[src/rv_macros.svh]
`ifndef RV_MACROS_SVH
`define RV_MACROS_SVH

// Data word width
`define RV_XLEN 32

// Architectural register file
`define RV_NREGS 32
`define RV_REG_W 5

// Edges from accepted instruction to write-back on the ports
`define RV_WB_LATENCY 2

`endif

[src/rv_pkg.sv]
package rv_pkg;

    // Major opcodes handled by the datapath
    typedef enum logic [6:0] {
        OP     = 7'b0110011,  // Register-register
        OP_IMM = 7'b0010011,  // Register-immediate
        LUI    = 7'b0110111
    } opcode_e;

    typedef enum logic [2:0] {
        ADD_SUB = 3'b000,
        SLL     = 3'b001,
        SLT     = 3'b010,
        SLTU    = 3'b011,
        XOR     = 3'b100,
        SRL_SRA = 3'b101,
        OR      = 3'b110,
        AND     = 3'b111
    } funct3_e;

    typedef struct packed {
        logic [6:0] funct7;
        logic [4:0] rs2;
        logic [4:0] rs1;
        funct3_e    funct3;
        logic [4:0] rd;
        opcode_e    opcode;
    } r_fmt_t;

    // I and U immediates both live in the upper 20 bits
    typedef struct packed {
        logic [19:0] upper;
        logic [4:0]  rd;
        opcode_e     opcode;
    } iu_fmt_t;

    typedef union packed {
        r_fmt_t  r_fmt;
        iu_fmt_t iu_fmt;
    } instr_u;

    typedef struct packed {
        funct3_e fn;
        logic    alt;  // SUB or SRA
    } alu_op_t;

endpackage

[src/rv_ifs.sv]
`timescale 1ns/1ps

`include "rv_macros.svh"

// Decoded operation, decode to execute
interface dec_op_if;
    import rv_pkg::*;

    logic                 valid;
    alu_op_t              alu_op;
    logic [`RV_REG_W-1:0] rd;
    logic [`RV_REG_W-1:0] rs1;
    logic [`RV_REG_W-1:0] rs2;
    logic [`RV_XLEN-1:0]  imm;
    logic                 use_imm;  // Immediate replaces rs2
    logic                 is_lui;

    modport dec (
        output valid, alu_op, rd, rs1, rs2, imm, use_imm, is_lui
    );

    modport exe (
        input valid, alu_op, rd, rs1, rs2, imm, use_imm, is_lui
    );
endinterface

// Combinational register file read, two ports
interface reg_rd_if;
    logic [`RV_REG_W-1:0] rs1_idx;
    logic [`RV_REG_W-1:0] rs2_idx;
    logic [`RV_XLEN-1:0]  rs1_data;
    logic [`RV_XLEN-1:0]  rs2_data;

    modport exe (
        output rs1_idx, rs2_idx,
        input  rs1_data, rs2_data
    );

    modport rf (
        input  rs1_idx, rs2_idx,
        output rs1_data, rs2_data
    );
endinterface

[src/instr_decode.sv]
`timescale 1ns/1ps

`include "rv_macros.svh"

module instr_decode (
    input  logic           clk,
    input  logic           reset_i,
    input  logic           instr_valid_i,
    input  rv_pkg::instr_u instr_i,
    dec_op_if.dec          dec_o
);
    import rv_pkg::*;

    logic                valid_d;
    logic                use_imm_d;
    logic                is_lui_d;
    alu_op_t             op_d;
    logic [`RV_XLEN-1:0] imm_d;
    logic [`RV_XLEN-1:0] imm_i;

    // I immediate sits in bits 31:20
    assign imm_i = {{(`RV_XLEN-12){instr_i.iu_fmt.upper[19]}}, instr_i.iu_fmt.upper[19:8]};

    always_comb
    begin
        valid_d   = 1'b0;
        use_imm_d = 1'b0;
        is_lui_d  = 1'b0;
        op_d.fn   = instr_i.r_fmt.funct3;
        op_d.alt  = instr_i.r_fmt.funct7[5];
        imm_d     = imm_i;
        case (instr_i.r_fmt.opcode)
            OP:
                valid_d = 1'b1;
            OP_IMM:
            begin
                valid_d   = 1'b1;
                use_imm_d = 1'b1;
                if (op_d.fn == SLL || op_d.fn == SRL_SRA)
                    imm_d = {{(`RV_XLEN-`RV_REG_W){1'b0}}, instr_i.r_fmt.rs2};  // Shamt only
                op_d.alt = (op_d.fn == SRL_SRA) && instr_i.r_fmt.funct7[5];  // ADDI never subtracts
            end
            LUI:
            begin
                valid_d  = 1'b1;
                is_lui_d = 1'b1;
                imm_d    = {instr_i.iu_fmt.upper, {(`RV_XLEN-20){1'b0}}};
            end
            default:
                valid_d = 1'b0;  // Unsupported opcode
        endcase
    end

    always_ff @(posedge clk)
    begin
        if (!reset_i)
            dec_o.valid <= 1'b0;
        else
            dec_o.valid <= instr_valid_i && valid_d;
        dec_o.alu_op  <= op_d;
        dec_o.rd      <= instr_i.r_fmt.rd;
        dec_o.rs1     <= instr_i.r_fmt.rs1;
        dec_o.rs2     <= instr_i.r_fmt.rs2;
        dec_o.imm     <= imm_d;
        dec_o.use_imm <= use_imm_d;
        dec_o.is_lui  <= is_lui_d;
    end

endmodule

[src/alu_execute.sv]
`timescale 1ns/1ps

`include "rv_macros.svh"

module alu_execute (
    input  logic                 clk,
    input  logic                 reset_i,
    dec_op_if.exe                dec_i,
    reg_rd_if.exe                rd_port_o,
    output logic                 wb_valid_o,
    output logic [`RV_REG_W-1:0] wb_rd_o,
    output logic [`RV_XLEN-1:0]  wb_data_o
);
    import rv_pkg::*;

    localparam int SHAMT_W = $clog2(`RV_XLEN);

    logic                fwd_rs1;
    logic                fwd_rs2;
    logic [`RV_XLEN-1:0] op_a;
    logic [`RV_XLEN-1:0] rs2_val;
    logic [`RV_XLEN-1:0] op_b;
    logic [SHAMT_W-1:0]  shamt;
    logic                lt_s;
    logic                lt_u;
    logic [`RV_XLEN-1:0] alu_res;

    assign rd_port_o.rs1_idx = dec_i.rs1;
    assign rd_port_o.rs2_idx = dec_i.rs2;

    // Previous result is not yet in the register file
    assign fwd_rs1 = wb_valid_o && (wb_rd_o != '0) && (wb_rd_o == dec_i.rs1);
    assign fwd_rs2 = wb_valid_o && (wb_rd_o != '0) && (wb_rd_o == dec_i.rs2);

    assign op_a    = fwd_rs1 ? wb_data_o : rd_port_o.rs1_data;
    assign rs2_val = fwd_rs2 ? wb_data_o : rd_port_o.rs2_data;
    assign op_b    = dec_i.use_imm ? dec_i.imm : rs2_val;

    assign shamt = op_b[SHAMT_W-1:0];
    assign lt_s  = $signed(op_a) < $signed(op_b);
    assign lt_u  = op_a < op_b;

    always_comb
    begin
        case (dec_i.alu_op.fn)
            ADD_SUB:
                alu_res = dec_i.alu_op.alt ? op_a - op_b : op_a + op_b;
            SLL:
                alu_res = op_a << shamt;
            SLT:
                alu_res = {{(`RV_XLEN-1){1'b0}}, lt_s};
            SLTU:
                alu_res = {{(`RV_XLEN-1){1'b0}}, lt_u};
            XOR:
                alu_res = op_a ^ op_b;
            SRL_SRA:
            begin
                if (dec_i.alu_op.alt)
                    alu_res = $unsigned($signed(op_a) >>> shamt);  // Keep sign
                else
                    alu_res = op_a >> shamt;
            end
            OR:
                alu_res = op_a | op_b;
            default:
                alu_res = op_a & op_b;
        endcase
        if (dec_i.is_lui)
            alu_res = dec_i.imm;
    end

    always_ff @(posedge clk)
    begin
        if (!reset_i)
            wb_valid_o <= 1'b0;
        else
            wb_valid_o <= dec_i.valid;
        wb_rd_o   <= dec_i.rd;
        wb_data_o <= alu_res;
    end

endmodule

[src/result_writeback.sv]
`timescale 1ns/1ps

`include "rv_macros.svh"

module result_writeback (
    input  logic                 clk,
    input  logic                 reset_i,
    input  logic                 wb_valid_i,
    input  logic [`RV_REG_W-1:0] wb_rd_i,
    input  logic [`RV_XLEN-1:0]  wb_data_i,
    reg_rd_if.rf                 rd_port_i
);

    logic [`RV_XLEN-1:0] regs [`RV_NREGS];
    logic                wr_en;

    // x0 is never written
    assign wr_en = reset_i && wb_valid_i && (wb_rd_i != '0);

    always_ff @(posedge clk)
    begin
        if (wr_en)
            regs[wb_rd_i] <= wb_data_i;
    end

    always_comb
    begin
        if (rd_port_i.rs1_idx == '0)
            rd_port_i.rs1_data = '0;
        else
            rd_port_i.rs1_data = regs[rd_port_i.rs1_idx];
    end

    always_comb
    begin
        if (rd_port_i.rs2_idx == '0)
            rd_port_i.rs2_data = '0;
        else
            rd_port_i.rs2_data = regs[rd_port_i.rs2_idx];
    end

endmodule

[src/riscv_int_core.sv]
`timescale 1ns/1ps

`include "rv_macros.svh"

module riscv_int_core (
    input  logic                 clk,
    input  logic                 reset_i,
    input  logic                 instr_valid_i,
    input  logic [31:0]          instr_i,
    output logic                 wb_valid_o,
    output logic [`RV_REG_W-1:0] wb_rd_o,
    output logic [`RV_XLEN-1:0]  wb_data_o
);

    dec_op_if dec_op ();
    reg_rd_if reg_rd ();

    instr_decode u_decode (
        .clk           (clk),
        .reset_i       (reset_i),
        .instr_valid_i (instr_valid_i),
        .instr_i       (instr_i),
        .dec_o         (dec_op.dec)
    );

    // Write-back goes to the ports and the register file alike
    alu_execute u_execute (
        .clk        (clk),
        .reset_i    (reset_i),
        .dec_i      (dec_op.exe),
        .rd_port_o  (reg_rd.exe),
        .wb_valid_o (wb_valid_o),
        .wb_rd_o    (wb_rd_o),
        .wb_data_o  (wb_data_o)
    );

    result_writeback u_result (
        .clk        (clk),
        .reset_i    (reset_i),
        .wb_valid_i (wb_valid_o),
        .wb_rd_i    (wb_rd_o),
        .wb_data_i  (wb_data_o),
        .rd_port_i  (reg_rd.rf)
    );

endmodule

[config.mk]
export PLATFORM = sky130hd
export DESIGN_NAME = riscv_int_core
export DESIGN_NICKNAME = d
export VERILOG_FILES = /design/src/rv_pkg.sv /design/src/rv_ifs.sv /design/src/instr_decode.sv /design/src/alu_execute.sv /design/src/result_writeback.sv /design/src/riscv_int_core.sv
export VERILOG_INCLUDE_DIRS = /design/src
export SDC_FILE = /design/constraint.sdc
export NUM_CORES = 2
export LEC_CHECK = 0
export BUFFER_PORTS_ARGS = -buffer_cell sky130_fd_sc_hd__buf_2
export CORE_ASPECT_RATIO = 1.5
export CORE_MARGIN = 10
export CORE_UTILIZATION = 25
export DETAILED_ROUTE_END_ITERATION = 7
export PLACE_DENSITY = 0.42
export REMOVE_ABC_BUFFERS = 1
export SLEW_MARGIN = 15
export SYNTH_ARGS = -nofsm -noshare
export SYNTH_HDL_FRONTEND = slang
export SYNTH_SLANG_ARGS = --single-unit
export TNS_END_PERCENT = 30
[constraint.sdc]
create_clock -name clk -period 6.45 [get_ports clk]
set_input_delay 0.645 -clock clk [delete_from_list [all_inputs] [get_ports clk]]
set_output_delay 0.645 -clock clk [all_outputs]
set_load 0.03 [all_outputs]
==> out/metrics.yaml <==
outcome:
  status: "complete, no violations"
sta:
  holdWs_ps: 71.97
  worst_slew_pin_slew_ps: 1240
  drv_slew: 0
  final.min_clock_period_ps: 6285
  finalCritPeriodShare: 0.9744
  relSlewSlack: 0.1717
  setup_slack_ps: 165.2
  fin_worst_skew_ps: 52.83
  setup_violations: 0
  rsz0062_at_grt: "no"
  hold_violations: 0
  fin_setup_tns_ps: 0
  fmax_ghz: 0.1591
worst_hold_path:
  min_path_cells: 1
  hold_start: "instr_i[15]"
  hold_class: "input pin to flop"
  worst_hold_path.endpoint: "u_decode.dec_o.rs1[0]"
synth:
  synth_cell_types: 101
  synth_flop_cell: "edfxtp_1"
  synth_warnings: 0
  synth_top_family_by_area: "multiplexers"
  synth_fa_ha_area_frac: 0.02150
  synth_edf_count: 1024
  async_reset_ff_frac: 0
  synth.avg_cell_area_um2: 13.97
  synth-seq-cells: 1116
  syn_area_um2: 60050
  synth-compound-area-share: 0.1212
  synthXorXnorAreaFrac: 0.004230
  ys_seq_area_frac: 0.5427
  synthMuxAreaShare: 0.2155
  yosys.area_share.simple: 0.05605
  synthCells: 4300
clocking:
  clock-sinks: 1116
  cts_buffers: 109
  cts_max_path_buffers: 3
  h-tree-depth: 3
  cts-root-buf: "clkbuf_16"
  cts_tree: "yes"
  path_clk_slew_ps: 80
  insertion_delay_ps: 780
global_route:
  grt.total_usage: 0.2001
  first_global_vias: 43970
  grt_max_degree: 78
  overflow: 0
  antenna_found_initial: 14
  grt_pass1_wl_um: 366900
worst_setup_path:
  crit_arrival_ps: 6970
  timing.rr.end: "u_execute.wb_data_o[21]"
  rrSetupSlack_ps: 170
  critPathMaxFanout: 21
  required_ps: 7140
  r2r_start: "u_decode.dec_o.rs1[1]"
  critPathLaunchType: "flop"
  reg2reg_depth: 22
  worstSetupPathType: "flop to flop"
  crit_path_end_kind: "flop"
floorplan:
  core-area_um2: 239200
  die_h_um: 620.3
  die-width_um: 420.2
  io_pins: 73
  fp.dieArea_um2: 260600
  start_util: 0.2510
  num_rows: 220
placed_design:
  place.gp.congestion: 0.9797
  dpl.hpwl_um: 178100
  pre_cts_slack_ps: 101.9
  io_buffers: 72
  dp.cells: 7529
pwr:
  power_mw: 19.19
  vdd_drop_max_v: 0.0002482
  powerDensity_nw_per_um2: 275.1
  power.leakage_nw: 24.17
detailed_routing:
  wl_per_cell_um: 34.63
  viasPerCell: 5.521
  wirelength_um: 268600
  drt-initial-drc-count: 4160
  final_antenna_net_count: 0
  drt_pre_antenna_iters: 6
  vias: 42820
  route.detailed.drc: 0
final_layout:
  stdcell_count: 7756
  fin_nets: 4684
  synthToLayoutAreaGrowth_pct: 16.19
  drive_gt1_frac: 0.2487
  fill_cells: 24040
run:
  max_cap_viol_count: 0
worst max-delay path: stages (launching register included):
cell      delay [ps]
dfxtp_4          570
buf_4            430
buf_4            340
mux4_2           350
a211oi_1         360
a21oi_1          210
a22oi_1          280
buf_4            180
inv_1             50
ha_1             370
buf_4            170
nand2_1          100
nor3_1           400
nand2_1          210
or3_1            520
buf_4            190
a21oi_1          220
o22ai_1          130
o21ai_0          200
xor2_1           180
nand2_1           90
a22oi_1          380
buf_4            180
flip-flops by register name, summed over array words and instances, names as in the netlist:
register,flops
u_decode.dec_o.rs1,5
u_decode.dec_o.is_lui,1
u_decode.dec_o.valid,1
u_decode.dec_o.rd,5
u_decode.dec_o.alu_op,4
u_execute.wb_data_o,32
u_execute.wb_valid_o,1
u_decode.dec_o.rs2,5
u_decode.dec_o.use_imm,1
u_result.regs,1024
u_decode.dec_o.imm,32
u_execute.wb_rd_o,5
Yosys cell counts (10+ instances only):
| library cell | instances | area share |
|---|---|---|
| a221oi_1 | 49 | 0.0071 |
| nand2b_1 | 16 | 0.0017 |
| o21ai_0 | 236 | 0.020 |
| inv_2 | 10 | 0.00063 |
| o21bai_1 | 11 | 0.0014 |
| ha_1 | 100 | 0.021 |
| nand2_1 | 271 | 0.017 |
| nor3_1 | 34 | 0.0028 |
| nor2_1 | 233 | 0.015 |
| a221o_1 | 13 | 0.0022 |
| o211ai_1 | 45 | 0.0056 |
| buf_6 | 32 | 0.0060 |
| o21a_1 | 32 | 0.0040 |
| a211oi_1 | 28 | 0.0035 |
| buf_4 | 36 | 0.0045 |
| a22oi_1 | 75 | 0.0094 |
| and2_1 | 19 | 0.0020 |
| dfxtp_1 | 92 | 0.031 |
| a32oi_1 | 13 | 0.0019 |
| or3_1 | 28 | 0.0029 |
| a31oi_1 | 24 | 0.0025 |
| o311ai_0 | 14 | 0.0020 |
| o21ai_1 | 20 | 0.0017 |
| buf_2 | 82 | 0.0068 |
| a21o_1 | 44 | 0.0055 |
| mux2i_1 | 354 | 0.059 |
| clkbuf_1 | 149 | 0.0093 |
| and3_1 | 19 | 0.0020 |
| mux4_2 | 362 | 0.14 |
| o221ai_1 | 62 | 0.0090 |
| a21oi_1 | 207 | 0.017 |
| mux2_2 | 50 | 0.0094 |
| mux4_1 | 22 | 0.0096 |
| buf_1 | 32 | 0.0020 |
| edfxtp_1 | 1024 | 0.51 |
| nand3_1 | 47 | 0.0039 |
| inv_1 | 112 | 0.0070 |
| o31ai_1 | 19 | 0.0024 |
| nor2b_1 | 30 | 0.0031 |
| xnor2_1 | 26 | 0.0038 |
| o22ai_1 | 16 | 0.0017 |
| a22o_1 | 30 | 0.0044 |
metrics by stage:
step	instance area, µm²	utilization
2_1_floorplan	58300	-
3_3_place_gp	65870	0.2754
3_5_place_dp	65920	0.2756
4_1_cts	69660	0.2912
5_1_grt	69760	0.2916
6_report	69780	0.2917
report_power, final:
part           switching (mW)  internal, mW
registers               0.159          8.31
clock network            3.07          3.72
logic                    2.64          1.30
total                    5.87          13.3
worst max-delay path by stage:
| stage | startpoint | to | depth (start not counted) |
|---|---|---|---|
| after detailed placement | u_decode.dec_o.rs1[0] | u_execute.wb_data_o[24] | 20 |
| final | u_decode.dec_o.rs1[1] | u_execute.wb_data_o[21] | 22 |
| after floorplan | u_decode.dec_o.rs2[0] | u_execute.wb_data_o[25] | 19 |
| after global placement | u_decode.dec_o.rs1[0] | u_execute.wb_data_o[30] | 20 |
| after global routing | u_decode.dec_o.rs2[0] | u_execute.wb_data_o[25] | 22 |
| after CTS | u_decode.dec_o.rs1[0] | u_execute.wb_data_o[24] | 20 |
logic make-up after synthesis:
family,after synthesis
AOI/OAI and AO/OA,1054
xor gates and xnor gates,29
adders and majority gates,102
buffers and inverters,462
DFF,1116
muxes,793
other,1
and+or+nand+nor,743
layout by cell type, fill, tap and decap left out, types with 45 or more instances in the layout:
master,Yosys,layout
nor2_1,233,198
o211ai_1,45,45
a21oi_1,207,206
nand2_1,271,271
inv_1,112,111
mux4_2,362,362
o221ai_1,62,62
nand3_1,47,46
ha_1,100,100
mux2_2,50,50
buf_2,82,72
a221oi_1,49,49
clkbuf_16,0,110
o21ai_0,236,236
mux2i_1,354,354
dfxtp_1,92,80
edfxtp_1,1024,1024
buf_4,36,336
a22oi_1,75,75
cell type report:
class | count | area [µm²] | area share
antenna | 7 | 17.52 | 0.0002510
clock buffer | 126 | 2823 | 0.04045
clock inverter | 79 | 825.8 | 0.01183
inverter | 123 | 464.2 | 0.006653
multi-input combinational | 2753 | 25610 | 0.3670
sequential | 1116 | 32630 | 0.4676
tap | 3108 | 3889 | 0.05573
timing repair buffer | 444 | 3521 | 0.05046
metal layers:
layer / share of wire / global-route usage
met5: 0.00027 / 0
met4: 0.053 / 0.09133
met3: 0.058 / 0.02752
met2: 0.51 / 0.3559
met1: 0.38 / 0.2377
repair_timing:
action | 4_1_cts | 5_1_grt
resized for setup | 0 | 9
endpoints found under the setup margin | 0 | 6
endpoints found under the hold margin | 9 | 0
buffers inserted | 0 | 6
hold buffers | 9 | 0
No activity file was read; power rests on OpenSTA's default activity.
